$ cat src/cdp_mul_pkg.sv
////////////////////////////////////////
// cdp multiply stage shared types
////////////////////////////////////////

package cdp_mul_pkg;

  ////////////////////////////////////////
  // lane and stream geometry
  ////////////////////////////////////////
  localparam int LANE_NUM  = 4;        // multiply lanes
  localparam int INTP_NUM  = 8;        // lane k owns values k and k+4
  localparam int INTP_W    = 17;       // signed interpolated value
  localparam int DATIN_W   = 18;       // one lane slot of sync data
  localparam int SYNC_PD_W = LANE_NUM * DATIN_W;

  // operand widths inside a lane slot
  localparam int INT8_W  = 8;
  localparam int INT16_W = 16;

  ////////////////////////////////////////
  // result geometry
  ////////////////////////////////////////
  localparam int HALF_PD_W = 25;       // one int8 product field
  localparam int LANE_PD_W = 2 * HALF_PD_W;
  localparam int OUT_PD_W  = LANE_NUM * LANE_PD_W;

  // input data type, fp16 is handled as int16
  typedef enum logic [1:0] {
    DT_INT8  = 2'd0,
    DT_INT16 = 2'd1,
    DT_FP16  = 2'd2
  } data_type_e;

  // per lane operand set handed from decode to execute
  typedef struct packed {
    logic        [DATIN_W-1:0] datin;    // sync slot
    logic signed [INTP_W-1:0]  intp_lo;  // value k
    logic signed [INTP_W-1:0]  intp_hi;  // value k+4, int8 only
  } lane_operand_t;

endpackage
$ cat src/cdp_mul_result.sv
////////////////////////////////////////
// cdp multiply output stage
////////////////////////////////////////

`timescale 1ns/1ps

module cdp_mul_result (
  input  logic                             nvdla_core_clk,
  input  logic                             nvdla_core_rstn,
  input  logic                             mul_vld,
  input  logic [cdp_mul_pkg::OUT_PD_W-1:0] mul_pd,
  input  logic                             byp_vld,
  input  logic [cdp_mul_pkg::OUT_PD_W-1:0] byp_pd,
  output logic                             res_rdy,
  output logic                             mul2ocvt_pvld,
  output logic [cdp_mul_pkg::OUT_PD_W-1:0] mul2ocvt_pd,
  input  logic                             mul2ocvt_prdy
);

  logic                             in_vld;
  logic [cdp_mul_pkg::OUT_PD_W-1:0] in_pd;

  logic                             skid_catch;
  logic                             skid_ready;
  logic                             skid_ready_flop;
  logic                             skid_valid;
  logic [cdp_mul_pkg::OUT_PD_W-1:0] skid_data;
  logic                             skid_pipe_valid;
  logic [cdp_mul_pkg::OUT_PD_W-1:0] skid_pipe_data;
  logic                             skid_pipe_ready;

  logic                             pipe_valid;
  logic [cdp_mul_pkg::OUT_PD_W-1:0] pipe_data;
  logic                             pipe_ready_bc;

  // only one source is live for a given mode
  assign in_vld = mul_vld | byp_vld;
  assign in_pd  = byp_vld ? byp_pd : mul_pd;

  ////////////////////////////////////////
  // skid buffer
  ////////////////////////////////////////
  // upstream saw ready high, but the pipe is full
  assign skid_catch = in_vld & skid_ready_flop & ~skid_pipe_ready;
  assign skid_ready = skid_valid ? skid_pipe_ready : ~skid_catch;

  always_ff @(posedge nvdla_core_clk or negedge nvdla_core_rstn) begin
    if (!nvdla_core_rstn) begin
      skid_valid      <= 1'b0;
      skid_ready_flop <= 1'b1;
    end else begin
      skid_valid      <= skid_valid ? ~skid_pipe_ready : skid_catch;
      skid_ready_flop <= skid_ready;
    end
  end

  always_ff @(posedge nvdla_core_clk) begin
    if (skid_catch) begin
      skid_data <= in_pd;
    end
  end

  assign res_rdy = skid_ready_flop;  // flopped ready back to decode and execute

  assign skid_pipe_valid = skid_ready_flop ? in_vld : skid_valid;
  assign skid_pipe_data  = skid_ready_flop ? in_pd : skid_data;

  ////////////////////////////////////////
  // output pipe, bubble collapsing
  ////////////////////////////////////////
  assign pipe_ready_bc   = mul2ocvt_prdy | ~pipe_valid;
  assign skid_pipe_ready = pipe_ready_bc;

  always_ff @(posedge nvdla_core_clk or negedge nvdla_core_rstn) begin
    if (!nvdla_core_rstn) begin
      pipe_valid <= 1'b0;
    end else begin
      pipe_valid <= pipe_ready_bc ? skid_pipe_valid : 1'b1;
    end
  end

  always_ff @(posedge nvdla_core_clk) begin
    if (pipe_ready_bc && skid_pipe_valid) begin
      pipe_data <= skid_pipe_data;
    end
  end

  assign mul2ocvt_pvld = pipe_valid;
  assign mul2ocvt_pd   = pipe_data;

endmodule

$ cat config.mk
export PLATFORM = sky130hd
export DESIGN_NAME = cdp_mul_result
export DESIGN_NICKNAME = d
export VERILOG_FILES = /design/src/cdp_mul_pkg.sv /design/src/cdp_mul_result.sv
export SDC_FILE = /design/constraint.sdc
export NUM_CORES = 1
export LEC_CHECK = 0
export BUFFER_PORTS_ARGS = -buffer_cell sky130_fd_sc_hd__buf_2
export CAP_MARGIN = 0
export CORE_AREA = 2 2 235 237
export DETAILED_ROUTE_END_ITERATION = 8
export DIE_AREA = 0 0 237 239
export GPL_TIMING_DRIVEN = 1
export PLACE_DENSITY = 0.65
export SLEW_MARGIN = 20
export SYNTH_ARGS = -nofsm -noshare
export SYNTH_HDL_FRONTEND = slang
export SYNTH_SLANG_ARGS = --single-unit
$ cat constraint.sdc
create_clock -name nvdla_core_clk -period 28.3 [get_ports nvdla_core_clk]
set_clock_uncertainty 0.1 [all_clocks]
set_input_delay 8.49 -clock nvdla_core_clk [delete_from_list [all_inputs] [get_ports nvdla_core_clk]]
set_output_delay 8.49 -clock nvdla_core_clk [all_outputs]
set_load 0.02 [all_outputs]
==> results.txt <==
Leak = 9.375 nW
Worst setup path start = byp_vld
CP max stage cell = buf_4
GRT overflow = 0
Worst r2r src = res_rdy
Syn_nets = 1261
Synth warn = 0
Most used cell, CP = buf_4
Synth cell types = 18
Min cycle time layout = 11780 ps
Area contributors post-synth = edfxtp_1, mux2_4, mux2_2
# clock sinks = 403
Worst reg2reg path endpoint = skid_data[88]
Met2 wire length = 20270 µm
I/O Buffers = 606
CTS tree = done
CP Data Required Time = 28370 ps
Setup slack, reg-to-reg = 24150 ps
Synth top area share = 67.86%
WL met3 = 3604 µm
Kind of critical path = input port to flip-flop
Dominant cell type by area after synthesis = edfxtp_1
Inserted Clock Buffers = 43
Max FO, Critical Path = 81
Detailed-router iteration count before antenna repair = 4
Top cell family by delay on the critical path = buffers and inverters
Most frequently used flop master after synthesis = edfxtp_1
Total number of vias = 9959
Seq pwr share = 48.0%
Global-route wire length before repair = 60060 µm
Initial antenna violation count = 1
Max Clk Rate = 84.91 MHz
RSZ-0062 raised after global routing = no
Starting DRT DRC Count = 442
Commonest cells after routing, fill and taps aside = buf_2, edfxtp_1, mux2_2, mux2_4, clkbuf_16
Seq/Total Area, Yosys = 68.29%
# setup viols final = 0
Worst hold start = skid_data[153]
Final Routed Wirelength = 41220 µm
Peak VDD IR = 0.00003258 V
Worst-skew pair later-pin latency = 550 ps
Crit end category = flip-flop
Die Footprint = 56640 µm²
Avg Vias per Cell = 4.512
Post-Syn Instances = 856
Die H = 239 µm
Final hold vios = 0
Proportion of layout cells with a drive suffix above 1 = 71.92%
Post-route DRC = 0
I/O pin total = 607
Internal power = 1.197 mW
GP Congestion = 0.7747
Clock power share = 34.4%
Area Overhead vs Synth = 28.61%
Commonest non-fill, non-tap cell in the layout = buf_2
Final Power = 1.602 mW
Setup Buffers After CTS = 0
Sw Share = 25.29%
Final Cycle Share = 41.62%
Highest routed layer = met4
DRT antenna net count = 0
WL met1 = 16520 µm
Post-DP HPWL = 29430 µm
Arr. time, crit path = 11840 ps
Starting Density = 32.57%
Clock buffer depth = 3
Rows = 86
Actual slew at the worst max-slew pin = 1138 ps
Largest stage delay, worst path = 770 ps
Setup_tns = 0 ps
Worst-path clk slew = 60 ps
Post-synth EDFFs = 400
Hold Slack = 441.6 ps
Status = finished, final reports clean
Ys async rst share = 0.7444%
Average cell area after synthesis = 20.68 µm²
Hold Path Sink = mul2ocvt_pd[153]
Sw power = 0.4051 mW
Number of global-route vias before repair = 10.12k
#FFs+latches synth = 403
Post-CTS resize count = 0
Tightest Hold Check Type = flip-flop to flip-flop
Fin area = 22760 µm²
Worst Path Buf+Inv = 3
Core Region = 54340 µm²
Cell Pwr Density = 70.36 nW/µm²
Max cap viols = 0
Root Driver = clkbuf_16
GRT Total Usage = 13.87%
Slew Limit Fails = 0
Area of the mapped netlist = 17700 µm²
Critical Path Start Type = input port
Antenna diodes = 0
Slew headroom = 24.15%
Hold path cells = 1
Fin cells = 2207
DP Area = 21390 µm²
Avg WL per Cell = 18.68 µm
Cts hold-fix bufs = 0
Cell count after placement = 2133
Die Width = 237 µm
Worst-path cell chain = buf_8, o21ai_0, nor2_4, buf_4, buf_4
Logic pwr share = 17.6%
Final #Nets = 1879
Worst Reg-to-Reg Cells = 4
H-tree depth = 2
Pin count of the biggest net entering global routing = 122
cells in the mapped netlist (2+ instances only):
| cell | instances |
|---|---|
| nand2b_1 | 2 |
| edfxtp_1 | 400 |
| dfrtp_1 | 2 |
| mux2_2 | 211 |
| buf_6 | 21 |
| buf_1 | 2 |
| buf_2 | 18 |
| clkbuf_1 | 2 |
| mux2_4 | 189 |
final cells by class:
class                      instances  area (µm²)
clock inverter                    26       234.0
inverter                           1       3.754
fill                            4874       31580
multi-input combinational        408        5279
sequential                       403       12090
timing repair buffer             617        3138
tap                              704       880.8
clock buffer                      48        1137
how the worst max path moves through the flow:
| stage | endpoint | slack (ps) | depth (start not counted) |
|---|---|---|---|
| 3_5_place_dp | skid_data[91] | 15940 | 5 |
| 5_1_grt | skid_data[95] | 16270 | 5 |
| 4_1_cts | skid_data[78] | 16530 | 5 |
| 6_report | skid_data[88] | 16520 | 5 |
| 2_1_floorplan | mul2ocvt_pd[0] | 3850 | 4 |
| 3_3_place_gp | skid_data[89] | 16080 | 5 |
sequential cells by signal (all words and copies together) (netlist names):
register / cells
res_rdy: 1
mul2ocvt_pd: 200
mul2ocvt_pvld: 1
skid_valid: 1
skid_data: 200
power groups by stage:
stage	Combinational, mW	Clock (mW)	Sequential (mW)
final	0.282	0.551	0.769
after global routing	0.302	0.593	0.775
after CTS	0.287	0.569	0.771
after detailed placement	0.285	0	0.782
after global placement	0.280	0	0.781
after floorplan	0.129	0	0.861
logic make-up (layout without fill, tap and decap cells):
group,Yosys count,count (layout),share of synthesized area (%)
buffers and inverters,45,692,1.993
AND/OR/NAND/NOR,4,4,0.1201
flip-flops,403,403,68.29
multiplexers,400,400,29.46
AO/OA/AOI/OAI,4,4,0.1414
through the flow:
| step | util (%) | worst slack, ps |
|---|---|---|
| 2_1_floorplan | - | 3851 |
| 3_3_place_gp | 39.37 | 16080 |
| 3_5_place_dp | 39.37 | 15940 |
| 4_1_cts | 41.89 | 16530 |
| 5_1_grt | 41.89 | 16270 |
| 6_report | 41.89 | 16520 |
per-layer routing:
layer  vias to the layer above  global-route usage, %
met5                         -                      0
met4                         0                  3.893
met3                        52                  4.677
met2                       457                  23.86
met1                      4828                  16.54
li1                       4622                      -
(Power assumes the default switching activity.)
