File: src/cdp_mul_pkg.sv
////////////////////////////////////////
// cdp multiply stage shared types
////////////////////////////////////////

package cdp_mul_pkg;

  ////////////////////////////////////////
  // lane and stream geometry
  ////////////////////////////////////////
  localparam int LANE_NUM  = 4;        // multiply lanes
  localparam int INTP_NUM  = 8;        // lane k owns values k and k+4
  localparam int INTP_W    = 17;       // signed interpolated value
  localparam int DATIN_W   = 18;       // one lane slot of sync data
  localparam int SYNC_PD_W = LANE_NUM * DATIN_W;

  // operand widths inside a lane slot
  localparam int INT8_W  = 8;
  localparam int INT16_W = 16;

  ////////////////////////////////////////
  // result geometry
  ////////////////////////////////////////
  localparam int HALF_PD_W = 25;       // one int8 product field
  localparam int LANE_PD_W = 2 * HALF_PD_W;
  localparam int OUT_PD_W  = LANE_NUM * LANE_PD_W;

  // input data type, fp16 is handled as int16
  typedef enum logic [1:0] {
    DT_INT8  = 2'd0,
    DT_INT16 = 2'd1,
    DT_FP16  = 2'd2
  } data_type_e;

  // per lane operand set handed from decode to execute
  typedef struct packed {
    logic        [DATIN_W-1:0] datin;    // sync slot
    logic signed [INTP_W-1:0]  intp_lo;  // value k
    logic signed [INTP_W-1:0]  intp_hi;  // value k+4, int8 only
  } lane_operand_t;

endpackage
File: src/cdp_mul_operand_if.sv
////////////////////////////////////////
// decode to execute operands
////////////////////////////////////////

`timescale 1ns/1ps

interface cdp_mul_operand_if;

  logic                       vld;
  logic                       rdy;
  logic                       int8_en;  // registered mode flag
  cdp_mul_pkg::lane_operand_t ops [cdp_mul_pkg::LANE_NUM];

  // item moves on a rising edge with vld and rdy high
  modport decode_mp (
    output vld,
    output ops,
    output int8_en,
    input  rdy
  );

  modport execute_mp (
    input  vld,
    input  ops,
    input  int8_en,
    output rdy
  );

endinterface

File: src/cdp_mul_decode.sv
////////////////////////////////////////
// cdp multiply input join
////////////////////////////////////////

`timescale 1ns/1ps

module cdp_mul_decode (
  input  logic                                                     nvdla_core_clk,
  input  logic                                                     nvdla_core_rstn,
  input  logic                                                     reg2dp_mul_bypass,
  input  cdp_mul_pkg::data_type_e                                  reg2dp_input_data_type,
  input  logic                                                     sync2mul_pvld,
  input  logic [cdp_mul_pkg::SYNC_PD_W-1:0]                        sync2mul_pd,
  output logic                                                     sync2mul_prdy,
  input  logic                                                     intp2mul_pvld,
  input  logic [cdp_mul_pkg::INTP_NUM*cdp_mul_pkg::INTP_W-1:0]     intp2mul_pd,
  output logic                                                     intp2mul_prdy,
  input  logic                                                     res_rdy,
  output logic                                                     byp_vld,
  output logic [cdp_mul_pkg::OUT_PD_W-1:0]                         byp_pd,
  cdp_mul_operand_if.decode_mp                                     op
);

  logic mul_bypass_en;
  logic int8_en;
  logic in_vld;
  logic sel_rdy;

  ////////////////////////////////////////
  // mode registers
  ////////////////////////////////////////
  always_ff @(posedge nvdla_core_clk or negedge nvdla_core_rstn) begin
    if (!nvdla_core_rstn) begin
      mul_bypass_en <= 1'b0;
      int8_en       <= 1'b0;
    end else begin
      mul_bypass_en <= reg2dp_mul_bypass;
      int8_en       <= (reg2dp_input_data_type == cdp_mul_pkg::DT_INT8);
    end
  end

  // both streams are taken together
  assign in_vld  = sync2mul_pvld & intp2mul_pvld;
  assign sel_rdy = mul_bypass_en ? res_rdy : op.rdy;

  assign sync2mul_prdy = sel_rdy & intp2mul_pvld;
  assign intp2mul_prdy = sel_rdy & sync2mul_pvld;

  assign byp_vld    = mul_bypass_en & in_vld;
  assign op.vld     = ~mul_bypass_en & in_vld;
  assign op.int8_en = int8_en;

  ////////////////////////////////////////
  // lane slicing and bypass packing
  ////////////////////////////////////////
  for (genvar k = 0; k < cdp_mul_pkg::LANE_NUM; k++) begin : g_lane
    logic [cdp_mul_pkg::INTP_W-1:0]    val_lo;
    logic [cdp_mul_pkg::INTP_W-1:0]    val_hi;
    logic [cdp_mul_pkg::HALF_PD_W-1:0] byp_lo;
    logic [cdp_mul_pkg::HALF_PD_W-1:0] byp_hi;
    logic [cdp_mul_pkg::LANE_PD_W-1:0] byp_w16;

    assign val_lo = intp2mul_pd[k*cdp_mul_pkg::INTP_W +: cdp_mul_pkg::INTP_W];
    assign val_hi = intp2mul_pd[(k+cdp_mul_pkg::LANE_NUM)*cdp_mul_pkg::INTP_W
                                +: cdp_mul_pkg::INTP_W];

    assign op.ops[k] = {sync2mul_pd[k*cdp_mul_pkg::DATIN_W +: cdp_mul_pkg::DATIN_W],
                        val_lo, val_hi};

    // sign extend values into the result fields
    assign byp_lo  = {{(cdp_mul_pkg::HALF_PD_W-cdp_mul_pkg::INTP_W){val_lo[cdp_mul_pkg::INTP_W-1]}},
                      val_lo};
    assign byp_hi  = {{(cdp_mul_pkg::HALF_PD_W-cdp_mul_pkg::INTP_W){val_hi[cdp_mul_pkg::INTP_W-1]}},
                      val_hi};
    assign byp_w16 = {{(cdp_mul_pkg::LANE_PD_W-cdp_mul_pkg::INTP_W){val_lo[cdp_mul_pkg::INTP_W-1]}},
                      val_lo};

    assign byp_pd[k*cdp_mul_pkg::LANE_PD_W +: cdp_mul_pkg::LANE_PD_W] =
      int8_en ? {byp_hi, byp_lo} : byp_w16;
  end

endmodule

File: src/flat_wrapper.sv
// flat-port wrapper written by rule: the top's interface ports become plain ports
module cdp_mul_decode_flat 
  (nvdla_core_clk, nvdla_core_rstn, reg2dp_mul_bypass, reg2dp_input_data_type, sync2mul_pvld, sync2mul_pd, sync2mul_prdy, intp2mul_pvld, intp2mul_pd, intp2mul_prdy, res_rdy, byp_vld, byp_pd, op_vld, op_ops, op_int8_en, op_rdy);
  cdp_mul_operand_if op_i ();
  input  logic nvdla_core_clk;
  input  logic nvdla_core_rstn;
  input  logic reg2dp_mul_bypass;
  input  cdp_mul_pkg::data_type_e reg2dp_input_data_type;
  input  logic sync2mul_pvld;
  input  logic [cdp_mul_pkg::SYNC_PD_W-1:0] sync2mul_pd;
  output logic sync2mul_prdy;
  input  logic intp2mul_pvld;
  input  logic [cdp_mul_pkg::INTP_NUM*cdp_mul_pkg::INTP_W-1:0] intp2mul_pd;
  output logic intp2mul_prdy;
  input  logic res_rdy;
  output logic byp_vld;
  output logic [cdp_mul_pkg::OUT_PD_W-1:0] byp_pd;
  output wire logic [$bits(op_i.vld)-1:0] op_vld;
  output wire logic [$bits(op_i.ops)-1:0] op_ops;
  output wire logic [$bits(op_i.int8_en)-1:0] op_int8_en;
  input wire logic [$bits(op_i.rdy)-1:0] op_rdy;
  assign op_vld = op_i.vld;
  assign op_ops = {>>{op_i.ops}};
  assign op_int8_en = op_i.int8_en;
  assign op_i.rdy = op_rdy;
  cdp_mul_decode u_core (.nvdla_core_clk(nvdla_core_clk), .nvdla_core_rstn(nvdla_core_rstn), .reg2dp_mul_bypass(reg2dp_mul_bypass), .reg2dp_input_data_type(reg2dp_input_data_type), .sync2mul_pvld(sync2mul_pvld), .sync2mul_pd(sync2mul_pd), .sync2mul_prdy(sync2mul_prdy), .intp2mul_pvld(intp2mul_pvld), .intp2mul_pd(intp2mul_pd), .intp2mul_prdy(intp2mul_prdy), .res_rdy(res_rdy), .byp_vld(byp_vld), .byp_pd(byp_pd), .op(op_i));
endmodule
File: config.mk
export PLATFORM = sky130hd
export DESIGN_NAME = cdp_mul_decode_flat
export DESIGN_NICKNAME = d
export VERILOG_FILES = /design/src/cdp_mul_pkg.sv /design/src/cdp_mul_operand_if.sv /design/src/cdp_mul_decode.sv /design/src/flat_wrapper.sv
export SDC_FILE = /design/constraint.sdc
export NUM_CORES = 1
export LEC_CHECK = 0
export BUFFER_PORTS_ARGS = -buffer_cell sky130_fd_sc_hd__buf_2
export CAP_MARGIN = 20
export CORE_AREA = 2 2 245 247
export DETAILED_ROUTE_END_ITERATION = 8
export DIE_AREA = 0 0 247 249
export PLACE_DENSITY = 0.38
export SLEW_MARGIN = 20
export SYNTH_ARGS = -nofsm -noshare
export SYNTH_HDL_FRONTEND = slang
export SYNTH_SLANG_ARGS = --single-unit
File: constraint.sdc
create_clock -name nvdla_core_clk -period 1.37 [get_ports nvdla_core_clk]
set_input_delay 0.0685 -clock nvdla_core_clk [delete_from_list [all_inputs] [get_ports nvdla_core_clk]]
set_output_delay 0.0685 -clock nvdla_core_clk [all_outputs]
set_load 0.005 [all_outputs]
==> impl_metrics.py, run 1 <==
metrics = {
    "status": {
        "status": "complete, but fails checks",
        "violations": "negative setup slack",
    },
    "clock_tree": {
        "cts_root_buffer": "clkbuf_16",
        "clk_path_buf_depth": 2,
        "cts_htree_levels": 1,
        "cts_buffers": 3,
        "path_clk_slew_ns": 0.03,
        "cts_tree": "built",
        "cts_sinks": 2,
    },
    "drt": {
        "drc": 0,
        "ant_nets": 0,
        "via_per_inst": 2.07,
        "firstDrtPassIters": 4,
        "drt_wl_total_mm": 13.6,
        "drt-initial-drc-count": 33,
        "wire_per_inst_um": 11.0,
        "vias": 2574,
    },
    "sta": {
        "slew_violations": 0,
        "whs_ns": 0.137,
        "fmaxAchievable_mhz": 698,
        "fin_tns_setup_ns": -2.25,
        "setup_violations": 65,
        "worst_pin_slew_ns": 0.192,
        "fin_ws_ns": -0.0620,
        "grt_setup_unrepaired": "yes",
        "period_share": 1.05,
        "finalHoldViolCount": 0,
        "fin_crit_ns": 1.43,
        "slew_headroom": 0.868,
    },
    "die": {
        "ioPinCount": 630,
        "die_h_um": 249,
        "die-width_um": 247,
        "core_mm2": 0.0587,
        "initial_core_util": 0.0576,
        "rows": 89,
        "die_area_mm2": 0.0615,
    },
    "pwr": {
        "finalPower_mw": 1.56,
        "leakage_nw": 1.86,
        "powerDensity_mw_per_mm2": 426,
        "peakVddDrop_v": 0.000248,
    },
    "synth": {
        "netlist.area_leader.share": 0.759,
        "syn_inst": 505,
        "ys_seq_area_frac": 0.0148,
        "synth_warnings": 0,
        "syn_nets": 722,
        "syn_area_per_cell_um2": 6.69,
        "synth.distinct_cells": 11,
        "syn-cell-area_mm2": 0.00338,
        "yosys.area.top_type": "buf_4",
        "synth.ff_latch_count": 2,
        "ys_top_cells_by_area": "buf_4 (76%), nand2_1 (14%), buf_6 (3.3%)",
    },
    "placed_design": {
        "gp_congestion": 0.623,
        "place_ws_ns": 0.0995,
        "dpl.hpwl_mm": 11.4,
        "port_buffers": 293,
        "placed_area_mm2": 0.00328,
        "dp.cells": 1228,
    },
    "finish": {
        "drive_gt1_frac": 0.749,
        "layout_commonest_cell": "buf_2",
        "instances_no_fill": 1243,
        "nFillCells": 6922,
        "area_delta_synth_final_pct": 8.36,
        "diodes": 0,
        "final_cell_mix": "buf_2 (285), nand2_1 (106), nand2_2 (23), buf_6 (13), nand2_4 (7)",
        "utilization": 0.0624,
        "nets": 688,
        "final_area_mm2": 0.00366,
    },
    "critical_path": {
        "crit_path_end_kind": "output port",
        "worstPathArrival_ns": 1.36,
        "cp_num_buf_inv": 3,
        "critPathTopFamily": "buffers and inverters",
        "cpPeakStageDelay_ns": 0.42,
        "cp_max_fo": 13,
        "slowest_stage": "dfrtp_2",
        "crit_chain": "buf_12, nand2b_4, buf_6, nand2_2, buf_2",
        "critPathKind": "reg -> out",
        "start_kind": "flip-flop",
        "worstPathRequired_ns": 1.30,
    },
    "global_route": {
        "first_global_vias": 2243,
        "grt_antenna_before_repair": 0,
        "grt_max_degree": 36,
        "gr-total-overflow": 0,
        "grt_usage": 0.0369,
        "grt_pass1_wl_mm": 15.8,
    },
    "min_path": {
        "hp-class": "in -> out",
    },
    "run": {
        "drv_cap": 0,
    },
}
## sequential cells by signal, summed over array words and instances, names as in the netlist
register              count
u_core.mul_bypass_en      1
u_core.op.int8_en         1
## repair_timing
action	4_1_cts	5_1_grt
hold buffers	4	0
setup endpoints to repair	89	92
buffers inserted	5	0
gates cloned	1	1
endpoints found under the hold margin	4	0
gates resized for setup	26	23
pin swaps	0	0
## synth_stat cells (all sizes together)
| master | instances |
|---|---|
| buf | 356 |
| nand2 | 137 |
| nor2b | 2 |
| and3 | 1 |
| mux2i | 1 |
| nand2b | 4 |
| dfrtp | 2 |
| nor2 | 2 |
## worst paths after layout
kind / from / end / slack [ns] / cells past startpoint
worst max-delay path: u_core.op.int8_en / byp_pd[139] / -0.06 / 5
worst min-delay path: sync2mul_pd[54] / op_ops[34] / 0.14 / 0
max in group asynchronous: nvdla_core_rstn / u_core.op.int8_en / 1.10 / 2
min in group asynchronous: nvdla_core_rstn / u_core.op.int8_en / 0.16 / 2
## kinds of logic after synthesis
group | synth area share
buffers and inverters | 0.799
DFF | 0.0148
and+or+nand+nor | 0.184
muxes | 0.00296
## final cells by class
cell class | instances | area (um2) | share of cell area
well taps | 773 | 967 | 0.264
multi-input cells | 148 | 741 | 0.202
clock buffers | 4 | 78.8 | 0.0215
flip-flops and latches | 2 | 51.3 | 0.0140
repair buffers | 316 | 1830 | 0.498
## layer usage
metal,vias up,track usage,routed length [um]
met1,1049,0.0177,2990
met4,0,0.0429,1570
met2,340,0.0769,7020
li1,1094,-,-
met5,-,0,0
met3,91,0.0161,2050
## power by group
part	switching (mW)	internal, mW	total, mW
sequential	0.00374	0.0629	0.0666
clock	0.0718	0.383	0.455
combinational	0.511	0.528	1.04
total	0.587	0.974	1.56
Note: power is estimated with default switching activity, not from simulation.
==> inputs of run 2 (changes only) <==
ABC_AREA = 1   (was not set)
CORE_AREA = 2 2 243 245   (was 2 2 245 247)
DIE_AREA = 0 0 245 247   (was 0 0 247 249)
==> run 2 against run 1 <==
The flow still finishes with violations (negative setup slack); sequential power up 7.5%; final area up 0.48%; die area down 1.6%; global-route usage up 0.57 points; clock-buffer cell count unchanged; critical path type unchanged; critical endpoint is now byp_pd[127]; largest cell class unchanged; largest power group unchanged.
==> impl_metrics.py, run 2 <==
metrics = {
    "status": {
        "violations": "negative setup slack",
        "status": "complete, but fails checks",
    },
    "pwr": {
        "leakage_nw": 1.88,
        "powerDensity_mw_per_mm2": 433,
        "peakVddDrop_v": 0.000185,
        "finalPower_mw": 1.60,
    },
    "sta": {
        "slew_headroom": 0.734,
        "grt_setup_unrepaired": "yes",
        "period_share": 1.06,
        "fmaxAchievable_mhz": 689,
        "finalHoldViolCount": 0,
        "fin_ws_ns": -0.0817,
        "setup_violations": 91,
        "fin_crit_ns": 1.45,
        "worst_pin_slew_ns": 0.399,
        "slew_violations": 0,
        "fin_tns_setup_ns": -2.65,
    },
    "synth": {
        "ys.flop_type": "dfrtp_1",
        "async_flop_share": 1.00,
        "synth_most_common_cell": "buf_4",
        "synth.ff_latch_count": 2,
        "synth.distinct_cells": 10,
        "synth_warnings": 0,
        "yosys.area.top_type": "buf_4",
        "netlist.area_leader.share": 0.767,
        "ys_top_cells_by_area": "buf_4 (77%), nand2_1 (16%), buf_6 (2.7%)",
        "synth-edff-count": 0,
        "syn_nets": 725,
        "syn_area_per_cell_um2": 6.55,
        "synth_common_cells": "buf_4 (340), nand2_1 (139), buf_6 (8)",
        "syn-cell-area_mm2": 0.00333,
        "syn_inst": 508,
        "ys_seq_area_frac": 0.0150,
    },
    "drt": {
        "routedLengthMet1_mm": 3.35,
        "drt-initial-drc-count": 33,
        "drt_wl_total_mm": 15.0,
        "met2_length_mm": 8.60,
        "ant_nets": 0,
        "wire_per_inst_um": 12.0,
        "vias": 2628,
        "firstDrtPassIters": 4,
        "top_layer": "met4",
        "via_per_inst": 2.11,
        "wl_met3_mm": 2.10,
        "drc": 0,
    },
    "critical_path": {
        "start_kind": "flip-flop",
        "cp_max_fo": 13,
        "crit_path_end_kind": "output port",
        "cpPeakStageDelay_ns": 0.55,
        "critPathKind": "reg -> out",
        "worstPathArrival_ns": 1.38,
        "crit_chain": "buf_12, buf_8, nand2_1, nand2_2, buf_2",
        "cp_num_buf_inv": 3,
        "slowest_stage": "dfrtp_4",
        "critPathTopFamily": "flip-flops",
        "worstPathRequired_ns": 1.30,
    },
    "min_path": {
        "hp-class": "in -> reg",
    },
    "clock_tree": {
        "cts_tree": "built",
        "cts_root_buffer": "clkbuf_16",
        "path_clk_slew_ns": 0.03,
        "clk_path_buf_depth": 2,
        "cts_buffers": 3,
        "cts_htree_levels": 1,
        "cts_sinks": 2,
    },
    "placed_design": {
        "port_buffers": 293,
        "gp_congestion": 0.684,
        "dpl.hpwl_mm": 12.5,
    },
    "die": {
        "initial_core_util": 0.0571,
        "ioPinCount": 630,
        "die_area_mm2": 0.0605,
        "core_mm2": 0.0582,
        "die-width_um": 245,
        "die_h_um": 247,
        "rows": 89,
    },
    "run": {
        "drv_cap": 0,
    },
    "global_route": {
        "grt_antenna_before_repair": 2,
        "first_global_vias": 2274,
        "grt_pass1_wl_mm": 17.5,
        "grt_usage": 0.0426,
        "gr-total-overflow": 0,
        "grt_max_degree": 18,
    },
    "finish": {
        "diodes": 0,
        "nets": 692,
        "layout_commonest_cell": "buf_2",
        "reg_top3": "u_core.mul_bypass_en x1, u_core.op.int8_en x1",
        "area_delta_synth_final_pct": 10.7,
        "final_cell_mix": "buf_2 (291), nand2_1 (106), nand2_2 (26), nand2_4 (7), buf_6 (7)",
        "drive_gt1_frac": 0.747,
    },
}
==> run 2: cell types whose count changed after synthesis, moves of 2 or more <==
| cell | before | now |
|---|---|---|
| nand2_1 | 127 | 139 |
| nand2_2 | 10 | 0 |
| inv_1 | 0 | 5 |
| nand2_4 | 0 | 4 |
| nand2b_4 | 4 | 0 |
| buf_4 | 342 | 340 |
| buf_6 | 10 | 8 |
| nor2b_1 | 2 | 0 |
| nor3_1 | 0 | 2 |
==> run 2: area by class of cell <==
type	instances	area (um2)
multi-input cells	149	761
well taps	773	967
fillers	6913	54600
inverters	6	35.0
clock buffers	4	78.8
flip-flops and latches	2	53.8
repair buffers	313	1790
==> run 2: cells by family (layout without fill, tap and decap cells) <==
logic type             after synthesis  after routing  synth area share
flip-flops                           2              2            0.0150
buffers and inverters              358            323             0.808
AND/OR/NAND/NOR                    148            149             0.177
==> run 2: path summary, 6_finish.rpt <==
path	start	to	depth (start not counted)
max	u_core.op.int8_en	byp_pd[127]	5
min	reg2dp_input_data_type[0]	u_core.op.int8_en	2
max in group asynchronous	nvdla_core_rstn	u_core.op.int8_en	2
min in group asynchronous	nvdla_core_rstn	u_core.op.int8_en	2
==> run 2: timing repair <==
item / in CTS / in global routing
buffers inserted: 2 / 0
resized for setup: 50 / 24
gates cloned: 1 / 2
hold buffers: 2 / 0
setup endpoints to repair: 95 / 100
endpoints found under the hold margin: 3 / 0
pin swaps: 2 / 2
==> run 2: routing by layer <==
metal,global-route usage,vias up
li1,-,1107
met1,0.0244,1045
met2,0.0946,388
met3,0.0187,88
met4,0.0299,0
met5,0,-
==> run 2: where the power goes <==
part | total [mW] | internal (mW) | switching (mW)
combinational | 1.06 | 0.515 | 0.545
sequential | 0.0716 | 0.0636 | 0.00793
clock | 0.464 | 0.384 | 0.0796
total | 1.60 | 0.963 | 0.633
==> run 2: per-stage QoR <==
| step | worst slack, ns | hold slack (ns) | area (um2) | std cells | utilization |
|---|---|---|---|---|---|
| global route | -0.126 | 0.0668 | 3680 | 1247 | 0.0632 |
| global placement | -0.0354 | -0.109 | 3230 | 1236 | 0.0555 |
| detailed placement | -0.0583 | -0.115 | 3230 | 1236 | 0.0555 |
| CTS | -0.0980 | 0.0645 | 3550 | 1245 | 0.0610 |
| finish | -0.0817 | 0.0413 | 3680 | 1247 | 0.0632 |
| floorplan | 0.262 | -0.227 | 3330 | 508 | - |
==> inputs of run 3 (changes only) <==
SETUP_SLACK_MARGIN = 0.15   (was not set)
==> run 3 against run 2 <==
The flow still finishes with violations (negative setup slack); power grew 1.7%; wire length grew 0.25%; die area is the same; critical path depth is the same; worst hold slack is essentially flat; via count is essentially flat.
==> impl_metrics.py, run 3 (synthesis results as in run 2) <==
metrics = {
    "status": {
        "violations": "negative setup slack",
        "status": "complete, but fails checks",
    },
    "drt": {
        "ant_nets": 0,
        "drt-initial-drc-count": 44,
        "wire_per_inst_um": 12.1,
        "drt_wl_total_mm": 15.1,
        "firstDrtPassIters": 4,
        "vias": 2629,
        "via_per_inst": 2.10,
        "drc": 0,
    },
    "finish": {
        "diodes": 0,
        "area_delta_synth_final_pct": 12.3,
        "layout_commonest_cell": "buf_2",
        "nets": 694,
        "final_cell_mix": "buf_2 (282), nand2_1 (110), buf_6 (23), nand2_2 (22), nand2_4 (7)",
        "drive_gt1_frac": 0.739,
        "final_area_mm2": 0.00373,
        "instances_no_fill": 1249,
        "reg_top3": "u_core.mul_bypass_en x1, u_core.op.int8_en x1",
        "utilization": 0.0641,
    },
    "critical_path": {
        "start_kind": "flip-flop",
        "cp_max_fo": 13,
        "worstPathRequired_ns": 1.30,
        "slowest_stage": "dfrtp_4",
        "crit_path_end_kind": "output port",
        "cpPeakStageDelay_ns": 0.55,
        "cp_num_buf_inv": 3,
        "crit_chain": "buf_12, buf_8, nand2_1, nand2_2, buf_2",
        "critPathTopFamily": "flip-flops",
        "worstPathArrival_ns": 1.38,
        "critPathKind": "reg -> out",
    },
    "sta": {
        "setup_violations": 86,
        "finalHoldViolCount": 0,
        "fin_tns_setup_ns": -2.80,
        "slew_headroom": 0.752,
        "fin_ws_ns": -0.0738,
        "fin_crit_ns": 1.44,
        "period_share": 1.05,
        "grt_setup_unrepaired": "yes",
        "fmaxAchievable_mhz": 693,
        "slew_violations": 0,
        "worst_pin_slew_ns": 0.372,
    },
    "pwr": {
        "peakVddDrop_v": 0.000185,
        "finalPower_mw": 1.62,
        "leakage_nw": 1.90,
        "powerDensity_mw_per_mm2": 435,
    },
    "min_path": {
        "hold_path_depth": 2,
        "min_from": "reg2dp_input_data_type[0]",
        "hp-class": "in -> reg",
        "min_to": "u_core.op.int8_en",
    },
    "placed_design": {
        "port_buffers": 293,
        "dpl.hpwl_mm": 12.5,
        "gp_congestion": 0.684,
        "placed_area_mm2": 0.00323,
        "dp.cells": 1236,
    },
    "die": {
        "core_mm2": 0.0582,
        "die_area_mm2": 0.0605,
        "initial_core_util": 0.0571,
        "die_h_um": 247,
        "die-width_um": 245,
        "rows": 89,
        "ioPinCount": 630,
    },
    "clock_tree": {
        "cts_htree_levels": 1,
        "cts_sinks": 2,
        "cts_root_buffer": "clkbuf_16",
        "cts_buffers": 3,
        "path_clk_slew_ns": 0.03,
        "clk_path_buf_depth": 2,
        "cts_tree": "built",
    },
    "global_route": {
        "gr-total-overflow": 0,
        "first_global_vias": 2326,
        "grt_antenna_before_repair": 2,
        "grt_usage": 0.0432,
        "grt_max_degree": 18,
        "grt_pass1_wl_mm": 17.8,
    },
    "run": {
        "drv_cap": 0,
    },
}
==> run 3: cell count changes in the layout (fill, tap and decap cells not counted) <==
| cell | previous run | this run |
|---|---|---|
| buf_6 | 7 | 23 |
| buf_2 | 291 | 282 |
| buf_8 | 6 | 2 |
| nand2_1 | 106 | 110 |
| nand2_2 | 26 | 22 |
| buf_4 | 1 | 0 |
| clkbuf_16 | 4 | 3 |
| nand2_8 | 5 | 6 |
==> run 3: what timing repair did <==
action | 4_1_cts | 5_1_grt
hold buffers | 2 | 0
gates resized for setup | 63 | 18
endpoints found under the setup margin | 100 | 101
hold endpoints to repair | 3 | 0
cloned | 3 | 1
buffers inserted | 3 | 0
pin swaps | 1 | 5
==> run 3: final cells by class <==
cell class | instances | area, um2
repair buffers | 314 | 1830
multi-input cells | 150 | 771
fillers | 6904 | 54500
inverters | 6 | 35.0
well taps | 773 | 967
clock buffers | 4 | 78.8
flip-flops and latches | 2 | 53.8
==> run 3: how the worst max path moves through the flow <==
stage | cells after the start | slack, ns | endpoint | startpoint
after global routing | 5 | -0.13 | byp_pd[126] | u_core.op.int8_en
after CTS | 5 | -0.1 | byp_pd[126] | u_core.op.int8_en
after global placement | 4 | -0.04 | byp_pd[46] | u_core.op.int8_en
final | 5 | -0.07 | byp_pd[127] | u_core.op.int8_en
after floorplan | 5 | 0.26 | byp_pd[142] | u_core.op.int8_en
after detailed placement | 4 | -0.06 | byp_pd[41] | u_core.op.int8_en
==> run 3: stage by stage <==
| step | setup slack, ns | hold slack, ns |
|---|---|---|
| detailed placement | -0.0583 | -0.115 |
| finish | -0.0738 | 0.0413 |
| floorplan | 0.262 | -0.227 |
| global route | -0.125 | 0.0668 |
| global placement | -0.0354 | -0.109 |
| CTS | -0.0980 | 0.0645 |
==> run 3: where the power goes <==
part | leakage, nW | switching [mW] | internal [mW] | total [mW]
clock | 0.0382 | 0.0796 | 0.384 | 0.464
sequential | 0.0231 | 0.00793 | 0.0636 | 0.0715
combinational | 1.83 | 0.554 | 0.534 | 1.09
==> run 3: metal layers <==
layer | vias up | GRT usage | share of wire
met2 | 382 | 0.0962 | 0.57
met1 | 1048 | 0.0248 | 0.22
li1 | 1112 | - | -
met5 | - | 0 | 0
met4 | 0 | 0.0299 | 0.063
met3 | 87 | 0.0188 | 0.14
